--- config.mk ---
export PLATFORM = sky130hd
export DESIGN_NAME = bus_router
export DESIGN_NICKNAME = d
export VERILOG_FILES = /design/src/design/soc_pkg.sv /design/src/design/bus_router.sv
export SDC_FILE = /design/constraint.sdc
export NUM_CORES = 1
export LEC_CHECK = 0
export BUFFER_PORTS_ARGS = -buffer_cell sky130_fd_sc_hd__buf_2
export CORE_AREA = 2 2 163 165
export CTS_CLUSTER_SIZE = 30
export DETAILED_ROUTE_END_ITERATION = 8
export DIE_AREA = 0 0 165 167
export SLEW_MARGIN = 10
export SYNTH_ARGS = -nofsm -noshare
export SYNTH_HDL_FRONTEND = slang
export SYNTH_SLANG_ARGS = --single-unit
--- constraint.sdc ---
create_clock -name clk_i -period 4.87 [get_ports clk_i]
set_clock_uncertainty 0.2 [all_clocks]
set_input_delay 0.487 -clock clk_i [delete_from_list [all_inputs] [get_ports clk_i]]
set_output_delay 0.487 -clock clk_i [all_outputs]
set_load 0.01 [all_outputs]
--- src/design/soc_pkg.sv ---
`default_nettype none

package soc_pkg;

  // ----------------------------------------
  // Widths and sizes
  // ----------------------------------------
  localparam int unsigned AddrWidth         = 32;
  localparam int unsigned DataWidth         = 32;
  localparam int unsigned BeWidth           = 4;
  localparam int unsigned NumSramBanks      = 2;
  localparam int unsigned SramBankNumWords  = 256;
  localparam int unsigned SramBankAddrWidth = 8;
  localparam int unsigned BlockAddrWidth    = 21;

  // ----------------------------------------
  // Address map and constants
  // ----------------------------------------
  localparam logic [AddrWidth-1:0] SramBaseAddr    = 32'h1000_0000;
  localparam logic [AddrWidth-1:0] SramBankBytes   = 32'h0000_0400;
  localparam logic [AddrWidth-1:0] SocCtrlBaseAddr = 32'h0300_0000;
  localparam logic [AddrWidth-1:0] SocCtrlBytes    = 32'h0000_0010;
  localparam logic [DataWidth-1:0] ErrRspData      = 32'hBADC_AB1E;
  localparam logic [AddrWidth-1:0] BootAddrDefault = SramBaseAddr;
  localparam logic [DataWidth-1:0] SocIdValue      = 32'h0C0C_2024;

  // Word index of each control register
  localparam logic [1:0] CtrlRegBootAddr = 2'd0;
  localparam logic [1:0] CtrlRegFetchEn  = 2'd1;
  localparam logic [1:0] CtrlRegScratch  = 2'd2;
  localparam logic [1:0] CtrlRegSocId    = 2'd3;

  // ----------------------------------------
  // Bus types
  // ----------------------------------------
  typedef struct packed {
    logic                 req;
    logic [AddrWidth-1:0] addr;
    logic                 we;
    logic [BeWidth-1:0]   be;
    logic [DataWidth-1:0] wdata;
  } obi_req_t;

  typedef struct packed {
    logic                 gnt;
    logic                 rvalid;
    logic [DataWidth-1:0] rdata;
    logic                 err;
  } obi_rsp_t;

  // Router target with bank entries equal to the bank index
  typedef enum logic [1:0] {
    TgtBank0 = 2'd0,
    TgtBank1 = 2'd1,
    TgtCtrl  = 2'd2,
    TgtErr   = 2'd3
  } target_e;

  // Replace only the byte lanes selected by be
  function automatic logic [DataWidth-1:0] be_merge(
    input logic [DataWidth-1:0] old_data,
    input logic [DataWidth-1:0] wdata,
    input logic [BeWidth-1:0]   be
  );
    logic [DataWidth-1:0] merged;
    merged = old_data;
    for (int b = 0; b < BeWidth; b++) begin
      if (be[b]) begin
        merged[b*8 +: 8] = wdata[b*8 +: 8];
      end
    end
    return merged;
  endfunction

endpackage

`default_nettype wire

--- src/design/bus_router.sv ---
`timescale 1ns/1ps
`default_nettype none

module bus_router import soc_pkg::*; (
  input  logic                        clk_i,
  input  logic                        reset_i,
  input  obi_req_t                    mgr_req_i,
  output obi_rsp_t                    mgr_rsp_o,
  output obi_req_t [NumSramBanks-1:0] bank_req_o,
  input  obi_rsp_t [NumSramBanks-1:0] bank_rsp_i,
  output obi_req_t                    ctrl_req_o,
  input  obi_rsp_t                    ctrl_rsp_i
);

  target_e              tgt;
  target_e              rsp_tgt_q;
  logic [AddrWidth-1:0] sram_off;
  logic [AddrWidth-1:0] ctrl_off;
  logic                 gnt;
  logic                 accept;
  logic                 err_valid_q;
  obi_rsp_t             sel_rsp;

  // ----------------------------------------
  // Address decode
  // ----------------------------------------
  // Below a base the offset wraps to a large value and fails the range test
  assign sram_off = mgr_req_i.addr - SramBaseAddr;
  assign ctrl_off = mgr_req_i.addr - SocCtrlBaseAddr;

  always_comb begin
    if (sram_off < NumSramBanks * SramBankBytes) begin
      tgt = (sram_off < SramBankBytes) ? TgtBank0 : TgtBank1;
    end else if (ctrl_off < SocCtrlBytes) begin
      tgt = TgtCtrl;
    end else begin
      tgt = TgtErr;
    end
  end

  // Only the addressed target sees req
  always_comb begin
    for (int i = 0; i < NumSramBanks; i++) begin
      bank_req_o[i]     = mgr_req_i;
      bank_req_o[i].req = mgr_req_i.req && (tgt == target_e'(i));
    end
    ctrl_req_o     = mgr_req_i;
    ctrl_req_o.req = mgr_req_i.req && (tgt == TgtCtrl);
  end

  always_comb begin
    case (tgt)
      TgtBank0: gnt = bank_rsp_i[0].gnt;
      TgtBank1: gnt = bank_rsp_i[1].gnt;
      TgtCtrl:  gnt = ctrl_rsp_i.gnt;
      default:  gnt = mgr_req_i.req;
    endcase
  end

  assign accept = mgr_req_i.req & gnt;

  // ----------------------------------------
  // Response path
  // ----------------------------------------
  always_ff @(posedge clk_i) begin
    if (reset_i) begin
      rsp_tgt_q   <= TgtErr;
      err_valid_q <= 1'b0;
    end else begin
      err_valid_q <= accept && (tgt == TgtErr);
      if (accept) begin
        rsp_tgt_q <= tgt;
      end
    end
  end

  // Error subordinate answers every access with ErrRspData and err
  always_comb begin
    case (rsp_tgt_q)
      TgtBank0: sel_rsp = bank_rsp_i[0];
      TgtBank1: sel_rsp = bank_rsp_i[1];
      TgtCtrl:  sel_rsp = ctrl_rsp_i;
      default: begin
        sel_rsp.gnt    = 1'b0;
        sel_rsp.rvalid = err_valid_q;
        sel_rsp.rdata  = ErrRspData;
        sel_rsp.err    = 1'b1;
      end
    endcase
    mgr_rsp_o     = sel_rsp;
    mgr_rsp_o.gnt = gnt;
  end

endmodule

`default_nettype wire

# [Word-level counts from Yosys, hierarchy flattened]
# Cells that the tools add are included.
[totals] n_memories=0 mem_bits_rw=0 romBits=0 latchBits=0 elab_cells=24 register_bits=3
[classes] mul=0 n_eq_ne=5 magnitude_cmp=3 n_addsub=2 muxes=5 reduce_logical=6 n_bitwise=1 n_div=0 shifts=0
[op_table] cell="one-hot mux 34 bit (3 select lines)" n=1
[op_table] cell="less-than comparator 32 x 11 -> 1 bit (second input constant)" n=1
[op_table] cell="less-than comparator 32 x 12 -> 1 bit (second input constant)" n=1
[op_table] cell="less-than comparator 32 x 5 -> 1 bit (second input constant)" n=1
[op_table] cell="subtractor 32 x 26 -> 32 bit (second input constant)" n=1
[op_table] cell="subtractor 32 x 29 -> 32 bit (second input constant)" n=1
[op_table] cell="equality test 2 bit (second input constant)" n=3
[op_table] cell="equality test 2 x 1 -> 1 bit (second input constant)" n=2
[op_table] cell="logical AND 1 bit" n=4
[op_table] cell="logical NOT 2 bit" n=2
[op_table] cell="one-hot mux 1 bit (3 select lines)" n=1
[op_table] cell="two-way mux 1 bit" n=2
[op_table] cell="two-way mux 2 bit" n=1
[op_table] cell="AND 1 bit" n=1

# [Depth between registers and ports, before layout]
# Gate-level depths: netlist of run 1.
[logic_depth] ltp_word=8 ltp_mapped=6 mapped_depth_nobuf=5

# [Least setup slack after synthesis of run 1]
# Ideal clock, no wire load.
[synth_timing] path_type="input to output" from="input mgr_req_i[51] in the netlist's numbering" to="output mgr_rsp_o[34] in the netlist's numbering" slack_ns=2.550 t_arrival_ns=1.633 path_stages=6 n_path_buf=1 path_cell_list="nor4_1 -> nand3_1 -> or2_2 -> o21ai_0 -> o21ai_0 -> buf_4"
[synth_via] elab_chain_len=6 word_cells_on_any_way=12 cone_classes="2 x add/sub; 3 x order compare; 2 x eq/ne; 4 x mux; 1 x reduce/logical"
[synth_rtl] element="from (decl)" line_no="bus_router.sv:7" text="input obi_req_t mgr_req_i,"
[synth_rtl] element="subtractor 32 x 26 -> 32 bit or subtractor 32 x 29 -> 32 bit (tied branches)" line_no="bus_router.sv:29, bus_router.sv:28"
[synth_rtl] element="less-than comparator 32 x 5 -> 1 bit or less-than comparator 32 x 11 -> 1 bit (tied branches)" line_no="bus_router.sv:34, bus_router.sv:33"
[synth_rtl] element="two-way mux 1 bit, on equally long branches" line_no="bus_router.sv:34, bus_router.sv:33"
[synth_rtl] element="two-way mux 2 bit *" line_no="bus_router.sv:32" text="if (sram_off < NumSramBanks * SramBankBytes) begin"
[synth_rtl] element="equality test 2 bit, or another cell as far along" line_no="bus_router.sv:52" text="case (tgt)"
[synth_rtl] element="one-hot mux 1 bit (3 select lines) *" line_no="bus_router.sv:52"
[synth_rtl] element="to (decl)" line_no="bus_router.sv:8" text="output obi_rsp_t mgr_rsp_o,"
# Every way passes the cells marked *; elsewhere a longest branch is shown, timed or not.

==> metrics.txt, run 1 <==
outcome=complete, no violations; Leakage=1.40 nW; P_int=0.208 mW; met2 WL=4390 um; setup_tns=0 ns; std cell rows=59; Die H=167 um; initial core utilization=9.95%; setup bufs post-CTS=0; Yosys warnings=0; Synth async-reset ratio=0%; Via density=3.09; M1 wire length=2850 um; Die W=about 170 um; syn nets=slightly above 500; Sequential Power Share=8.7%; crit-path max cell delay=0.86 ns; post-synthesis cell area=0.00256 mm^2; initial antenna violation count=1; Hold Slack=0.258 ns; crit-path max FO=37; n_diodes=0; Slew @ Worst Pin=1.08 ns; Final Cycle Share=66.7%; Synth Flop Type=dfxtp_1; routed wire length=8910 um; max cap viols=0; Crit path required time=4.18 ns; Antenna Violating Nets Remaining=0; Period minus WS final=about 3.2 ns; RSZ-0062 raised after global routing=no; total number of vias=roughly 2200; Post-synth EDFFs=0; part of the power in combinational logic=47.4%; CP Cell Sequence=nand2b_1 -> o22a_1 -> buf_2; number of synthesized register bits=3; maximum clock path buffer count=2; Final Total Pwr=~0.3 mW; headroom to the max-slew limit=between 20 and 30%; DP HPWL=7450 um; mean post-synth cell area=between 7 and 8 um^2; Final GP Congestion=0.737; CTS Buf Count=3; DR WL met3=1410 um; Yosys cell types=28; H-tree depth=1; cells after synthesis=341; pin count of the biggest net entering global routing=38; PD cells=between 100 and 150 mW/mm^2; Syn-to-layout area delta=7.13%; port buffer count=257; CTS tree=built; count of final setup violators=0; vias in the first global route=~1900; clock sinks=3; root buf cell=clkbuf_16; critical path's slowest cell=dfxtp_2; post-CTS sizing=0; Worst Hold Class=input port to flip-flop; first-pass GRT wire length=around 11000 um; post-cts hold buffer count=0; drt initial violations=42; Top Family by Delay on Critical Path=flip-flops; I/O pin cnt=approximately 420; Setup CP Type=flip-flop to output pin; share of cells above drive strength 1=75.2%; residual DRC count=0; Seq/Total Area, Yosys=under 10%; final core utilization=10.7%; Die ar.=0.0276 mm^2; Peak Freq=0.308 GHz; Wirelength per Cell=12.4 um; crit end category=output pin; DR top layer=met5; Clk Latency, worst-skew pair=~0.22 ns; Hold Vio Cnt, Final=0; GRT Total Usage=5.50%; cell area after placement=0.00267 mm^2; Net count, final=561; clk slew on worst S/H paths=0.03 ns; Startpoint Class=flip-flop; Overflow after GRT=0; max-slew violations=0; arrival time worst endpoint=approximately 2.6 ns; Clk pwr share=43.9%; Finished Cell Area=approximately 0.0027 mm^2; DRT Pass-1 Iters=4; sw frac=29.2%; Worst Path Buf+Inv=1; worst vdd ir=0.0821 mV; sw power=roughly 0.086 mW; Core ar.=~0.026 mm^2
[final timing paths]
check / startpoint / depth (start not counted) / endpoint / slack (ns)
worst max-delay path: rsp_tgt_q[0] / 3 / mgr_rsp_o[19] / 1.62
worst min-delay path: reset_i / 2 / err_valid_q / 0.26
worst max register to register: rsp_tgt_q[1] / 3 / rsp_tgt_q[1] / 3.23
worst min register to register: rsp_tgt_q[0] / 2 / rsp_tgt_q[0] / 0.70
[sequential cells by signal, summed over array words and instances, names as in the netlist]
register	count
err_valid_q	1
rsp_tgt_q	2
[routing by layer]
layer,up-vias,GRT usage [%]
met2,228,10.3
li1,1018,-
met3,34,2.99
met5,-,0
met1,937,4.95
met4,2,1.85
[area by class of cell]
type	instances	area [um^2]
clock buffers	4	78.8
fillers	3014	23000
inverters	2	7.51
multi-input cells	116	883
flip-flops and latches	3	62.6
well taps	335	419
repair buffers	258	1290
[worst register-to-register path: stages, from the launching register on]
cell,delay (ns)
dfxtp_2,0.64
buf_4,0.45
o22ai_1,0.16
o21bai_1,0.12
[cell usage in the layout (no fill, tap or decap)]
cell | synthesis | routed
nand2_1 | 17 | 17
o21a_1 | 2 | 2
dfxtp_1 | 3 | 1
mux2i_1 | 13 | 13
nor4_2 | 1 | 1
nand4b_1 | 1 | 1
nor2_1 | 6 | 6
nand3_1 | 2 | 2
buf_2 | 3 | 257
o21ai_0 | 16 | 16
nand2b_1 | 1 | 1
nor3b_1 | 1 | 1
a31oi_1 | 1 | 1
o21bai_1 | 1 | 1
dfxtp_2 | 0 | 2
and4bb_2 | 1 | 1
mux4_2 | 1 | 1
o22ai_1 | 1 | 1
nor2b_1 | 1 | 1
or2_2 | 1 | 1
clkbuf_16 | 0 | 3
nor3_1 | 2 | 2
nor4_1 | 4 | 4
clkbuf_1 | 8 | 1
buf_4 | 208 | 1
o22a_1 | 20 | 20
or3_1 | 2 | 2
inv_1 | 2 | 2
mux2_2 | 21 | 21
[stage by stage]
step / instances / worst slack, ns
6_report: 718 / 1.62
5_1_grt: 718 / 1.36
4_1_cts: 718 / 1.41
3_5_place_dp: 714 / 1.65
3_3_place_gp: 714 / 1.73
2_1_floorplan: 341 / 2.55
[cells in the mapped netlist (2+ instances only)]
cell type / count / area (um^2)
buf_2: 3 / 15.0
buf_4: 208 / 1560
clkbuf_1: 8 / 30.0
dfxtp_1: 3 / 60.1
inv_1: 2 / 7.51
mux2_2: 21 / 236
mux2i_1: 13 / 130
nand2_1: 17 / 63.8
nand3_1: 2 / 10.0
nor2_1: 6 / 22.5
nor3_1: 2 / 10.0
nor4_1: 4 / 25.0
o21a_1: 2 / 15.0
o21ai_0: 16 / 80.1
o22a_1: 20 / 175
or3_1: 2 / 12.5
[logic make-up after synthesis]
group,share of synthesized area (%)
AOI/OAI and AO/OA,11.3
and+or+nand+nor,7.96
muxes,15.2
buffers and inverters,63.2
DFF,2.34
[power groups by stage]
| stage | Combinational, mW | Clock, mW | Sequential [mW] |
|---|---|---|---|
| floorplan | 0.194 | 0 | 0.0256 |
| global placement | 0.139 | 0 | 0.0257 |
| detailed placement | 0.140 | 0 | 0.0257 |
| CTS | 0.141 | 0.132 | 0.0254 |
| global route | 0.151 | 0.134 | 0.0254 |
| finish | 0.139 | 0.129 | 0.0254 |
Power figures use the tool's default switching activity.
==> run 2: changes to the inputs <==
clock period = 2.9 ns   (was 4.87 ns; I/O delays follow)
==> run 2 against run 1 <==
Net effect:
- global-route usage grew 0.088 points
- critical path depth grew 4
- sequential power grew 69%
- register-to-register slack lost 1.6 ns
- clock power grew 67%
- power grew 69%
- final area grew 1.4%
- first-iteration DRC count shrank 2.4%
- count of clock-buffer cells in the layout is the same
- worst hold slack lost 0.20 ns
- die area is the same
- critical path type is now input port to output pin
- largest power group unchanged
- highest routed layer unchanged
==> metrics.txt, run 2 (synthesis results as in run 1) <==
share of cells above drive strength 1=75.5%; n_diodes=0; Final GP Congestion=0.815; P_int=roughly 0.35 mW; first-pass GRT wire length=11400 um; std cell rows=59; sw power=0.146 mW; setup_tns=0 ns; Crit path required time=2.41 ns; Slew @ Worst Pin=slightly below 0.5 ns; Biggest register=rsp_tgt_q; crit end category=output pin; CTS Buf Count=3; Sequential Power Share=8.6%; Syn-to-layout area delta=8.59%; initial antenna violation count=1; placed cell count=719; Core ar.=about 0.026 mm^2; crit-path max FO=4; port buffer count=roughly 260; Hold Slack=0.0549 ns; max reg flops=2; setup bufs post-CTS=0; Clk Latency, worst-skew pair=0.22 ns; worst vdd ir=0.125 mV; Regs by FF count=rsp_tgt_q (2), err_valid_q (1); DRT Pass-1 Iters=4; root buf cell=clkbuf_16; H-tree depth=1; max cap viols=0; post-CTS sizing=0; Worst Hold Class=input port to flip-flop; routed wire length=9070 um; maximum clock path buffer count=2; Via density=a little over 3; CTS tree=built; Clk pwr share=between 40% and 50%; Final Total Pwr=0.495 mW; part of the power in combinational logic=between 40% and 50%; post-cts hold buffer count=0; I/O pin cnt=between 400 and 500; residual DRC count=0; Die ar.=0.0276 mm^2; GRT Total Usage=5.59%; Leakage=1.42 nW; Die H=167 um; initial core utilization=9.95%; total number of vias=2209; PD cells=178 mW/mm^2; sw frac=a little under 30%; Hold Vio Cnt, Final=0; Die W=between 150 and 200 um; Period minus WS final=approximately 2.3 ns; vias in the first global route=approximately 2000; drt initial violations=41; Wirelength per Cell=12.5 um; count of final setup violators=0; pin count of the biggest net entering global routing=25; outcome=complete, no violations; Net count, final=about 570; Final Cycle Share=80.7%; Setup CP Type=input port to output pin; clock sinks=3; Layout Cells excl Fill=approximately 720; Startpoint Class=input port; max-slew violations=0; worst setup margin=~0.56 ns; Peak Freq=0.427 GHz; clk slew on worst S/H paths=roughly 0.030 ns; most frequent cells in the layout=buf_2 (257), mux2_2 (21), o22a_1 (20); headroom to the max-slew limit=67.8%; Overflow after GRT=0; commonest non-fill, non-tap cell in the layout=buf_2; RSZ-0062 raised after global routing=no; pre-CTS setup slack=0.531 ns; Antenna Violating Nets Remaining=0; arrival time worst endpoint=1.85 ns; DP HPWL=7990 um
run 2: cell types whose count changed in the layout (fill, tap and decap cells not counted):
cell   delta
buf_4     +5
run 2: path summary, 6_finish.rpt:
| kind | cells past startpoint | from | slack (ns) | to |
|---|---|---|---|---|
| setup / recovery | 7 | mgr_req_i[55] | 0.56 | mgr_rsp_o[34] |
| hold / removal | 2 | reset_i | 0.05 | err_valid_q |
| setup reg to reg | 3 | rsp_tgt_q[1] | 1.62 | rsp_tgt_q[1] |
| hold reg to reg | 2 | rsp_tgt_q[0] | 0.56 | rsp_tgt_q[0] |
run 2: cell type report:
| type | instances | area (um^2) |
|---|---|---|
| inverters | 2 | 7.51 |
| repair buffers | 263 | 1330 |
| multi-input cells | 116 | 883 |
| clock buffers | 4 | 78.8 |
| flip-flops and latches | 3 | 62.6 |
| well taps | 335 | 419 |
| fillers | 3013 | 23000 |
run 2: routing by layer:
| layer | GRT usage [%] | part of all wire [%] | routed length (um) | vias up |
|---|---|---|---|---|
| li1 | - | - | - | 1026 |
| met1 | 5.50 | 34 | 3040 | 916 |
| met2 | 10.3 | 49 | 4410 | 230 |
| met3 | 2.52 | 15 | 1350 | 35 |
| met4 | 1.74 | 2.7 | 248 | 2 |
| met5 | 0 | 0.14 | 13 | - |
run 2: metrics by stage:
| stage | util, % | area, um^2 |
|---|---|---|
| 3_3_place_gp | 10.5 | 2700 |
| 6_report | 10.8 | 2780 |
| 4_1_cts | 10.8 | 2780 |
| 2_1_floorplan | - | 2560 |
| 5_1_grt | 10.8 | 2780 |
| 3_5_place_dp | 10.5 | 2700 |
run 2: critical path, cell delays in order:
cell,delay [ns]
buf_2,0.11
nor4_1,0.34
nand3_1,0.18
or2_2,0.32
o21ai_0,0.27
o21ai_0,0.16
buf_2,0.17
run 2: power groups by stage:
| stage | logic [mW] | registers (mW) | clock network (mW) |
|---|---|---|---|
| detailed placement | 0.238 | 0.0434 | 0 |
| floorplan | 0.326 | 0.0430 | 0 |
| CTS | 0.239 | 0.0429 | 0.219 |
| finish | 0.237 | 0.0428 | 0.215 |
| global route | 0.257 | 0.0429 | 0.223 |
| global placement | 0.235 | 0.0434 | 0 |
==> run 3: changes to the inputs <==
ABC_AREA = 1   (was default)
CORE_AREA = 2 2 165 167   (was 2 2 163 165)
DIE_AREA = 0 0 167 169   (was 0 0 165 167)
clock period = 2.2 ns   (was 2.9 ns; I/O delays follow)
==> run 3 against run 2 <==
Net effect:
- utilization up 0.096 points
- register-to-register slack worse by 0.54 ns
- clock power up 35%
- final cell count rose by 14%
- count of clock-buffer cells in the layout unchanged
- synthesized cell count is 26% higher
- die area grew 2.4%
- sequential cell count unchanged
- power increased by 65%
- worst setup slack worse by 0.38 ns
- via count rose by 20%
- critical endpoint is now mgr_rsp_o[17]
==> metrics.txt, run 3 <==
outcome=complete, no violations; Wirelength per Cell=14.3 um; Clk pwr share=35.6%; sw power=0.307 mW; I/O pin cnt=about 420; DRT Pass-1 Iters=4; post-CTS sizing=0; Crit path required time=1.78 ns; P_int=a little over 0.5 mW; first-pass GRT wire length=approximately 16000 um; CTS Buf Count=3; Yosys cell types=22; root buf cell=clkbuf_16; worst setup path endpoint=mgr_rsp_o[17]; Net count, final=658; vias in the first global route=2497; CTS tree=built; post-synthesis cell area=approximately 0.0026 mm^2; initial core utilization=9.80%; RSZ-0062 raised after global routing=no; Die ar.=0.0282 mm^2; residual DRC count=0; pin count of the biggest net entering global routing=21; Post-synth EDFFs=0; Clk Latency, worst-skew pair=0.22 ns; worst vdd ir=0.217 mV; Slew @ Worst Pin=0.505 ns; clock sinks=3; H-tree depth=1; commonest non-fill, non-tap cell in the layout=buf_2; synth cell count leaders=buf_4 (208), nand2_1 (96), nand3_1 (39); most frequent cells in the layout=buf_2 (257), nand2_1 (96), nand3_1 (39); max-slew violations=0; clk slew on worst S/H paths=0.03 ns; max cap viols=0; drt initial violations=between 150 and 200; Sequential Power Share=7.6%; CP Launch Point=rsp_tgt_q[0]; pre-CTS setup slack=roughly 0.38 ns; PD cells=282 mW/mm^2; Synth async-reset ratio=0%; share of cells above drive strength 1=60.6%; Peak Freq=between 0.4 and 0.5 GHz; part of the power in combinational logic=56.8%; Fill cells=3136; syn nets=605; Startpoint Class=flip-flop; Final GP Congestion=0.719; most common cell in the synthesized netlist=buf_4; Via density=3.21; placed cell count=816; crit-path max FO=20; port buffer count=257; Antenna Violating Nets Remaining=0; Core ar.=around 0.027 mm^2; Leakage=1.51 nW; Regs by FF count=rsp_tgt_q (2), err_valid_q (1); worst setup margin=around 0.18 ns; number of synthesized register bits=3; Synth Flop Type=dfxtp_1; post-cts hold buffer count=1; setup bufs post-CTS=0; reg2reg path depth=3; Layout Cells excl Fill=822; Die W=167 um; Overflow after GRT=0; Worst Hold Class=input port to flip-flop; Die H=approximately 170 um; routed wire length=~12000 um; initial antenna violation count=1; max reg flops=2; Period minus WS final=2.02 ns; DP HPWL=10200 um; sw frac=37.7%; total number of vias=2640; std cell rows=60; post-synth top area cell=buf_4; Final Cycle Share=92.0%; count of final setup violators=0; GRT Total Usage=under 10%; top cells by area, synth=buf_4 (60%), nand2_1 (14%), nand3_1 (7.5%), o21ai_0 (3.9%), dfxtp_1 (2.3%); Seq/Total Area, Yosys=2.31%; Yosys warnings=0; worst r2r dst=rsp_tgt_q[1]; cells after synthesis=around 430; headroom to the max-slew limit=66.3%; worst flop-to-flop path startpoint=rsp_tgt_q[1]; Syn-to-layout area delta=11.2%; internal reg-to-reg setup slack=approximately 1.1 ns; maximum clock path buffer count=2; Synth top area share=between 60% and 70%; WHS Path Cells=3; crit end category=output pin; mean post-synth cell area=6.07 um^2; setup_tns=0 ns; arrival time worst endpoint=1.60 ns; Hold Vio Cnt, Final=0; Setup CP Type=flip-flop to output pin; Biggest register=rsp_tgt_q
==> run 3: cell count changes in the layout (fill, tap and decap cells not counted), moves of 5 or more <==
cell / previous run / this run
mux2_2: 21 / 0
nor2_1: 6 / 12
mux2i_1: 13 / 0
nand2_1: 17 / 96
o22a_1: 20 / 0
nor2_2: 0 / 5
nand3_1: 2 / 39
nand2_2: 0 / 7
inv_1: 2 / 12
==> run 3: cell type report <==
class                      count  area [um^2]  area share (%)
multi-input combinational    191          886            30.7
clock buffer                   4         78.8            2.73
timing repair buffer         267         1380            47.7
sequential                     3         60.1            2.08
inverter                      15         57.6            1.99
tap                          341          427            14.8
antenna                        1         2.50          0.0867
==> run 3: worst max-delay path: stages (launching register included) <==
cell     delay [ns]
dfxtp_1        0.37
buf_4          0.21
nor2_4         0.11
buf_4          0.27
nand2_1        0.16
nand3_1        0.11
buf_2          0.14
==> run 3: power by group through the flow <==
stage | Sequential [mW] | Clock [mW] | Combinational [mW]
after floorplan | 0.0604 | 0 | 0.498
after global placement | 0.0624 | 0 | 0.474
after detailed placement | 0.0628 | 0 | 0.472
after CTS | 0.0620 | 0.299 | 0.476
after global routing | 0.0621 | 0.307 | 0.513
final | 0.0618 | 0.290 | 0.463
==> run 3: per-layer routing <==
| layer | routed length [um] | vias to the layer above | track usage, % |
|---|---|---|---|
| li1 | - | 1228 | - |
| met1 | 4690 | 1114 | 9.39 |
| met2 | 4910 | 231 | 11.5 |
| met3 | 1550 | 67 | 3.18 |
| met4 | 578 | 0 | 3.49 |
| met5 | 0 | - | 0 |
==> run 3: worst min path at each step <==
stage	from	endpoint	slack [ns]
5_1_grt	mgr_req_i[69]	err_valid_q	0.12
6_report	mgr_req_i[69]	err_valid_q	0.10
3_5_place_dp	reset_i	err_valid_q	0.20
2_1_floorplan	reset_i	err_valid_q	0.09
3_3_place_gp	reset_i	err_valid_q	0.21
4_1_cts	mgr_req_i[69]	err_valid_q	0.1
==> run 3: kinds of logic after synthesis <==
| logic type | Yosys count | share of synthesized area [%] |
|---|---|---|
| buf+inv | 234 | 64.2 |
| simple gates | 170 | 29.5 |
| compound gates | 21 | 4.05 |
| flops | 3 | 2.31 |
==> run 3: metrics by stage <==
stage          hold WS (ns)  total power, mW  instance area, um^2  util [%]
6_report              0.102            0.815                 2890      10.9
3_5_place_dp          0.198            0.535                 2800      10.6
5_1_grt               0.118            0.882                 2890      10.9
2_1_floorplan        0.0924            0.558                 2600         -
4_1_cts              0.0955            0.837                 2890      10.9
3_3_place_gp          0.208            0.536                 2800      10.6
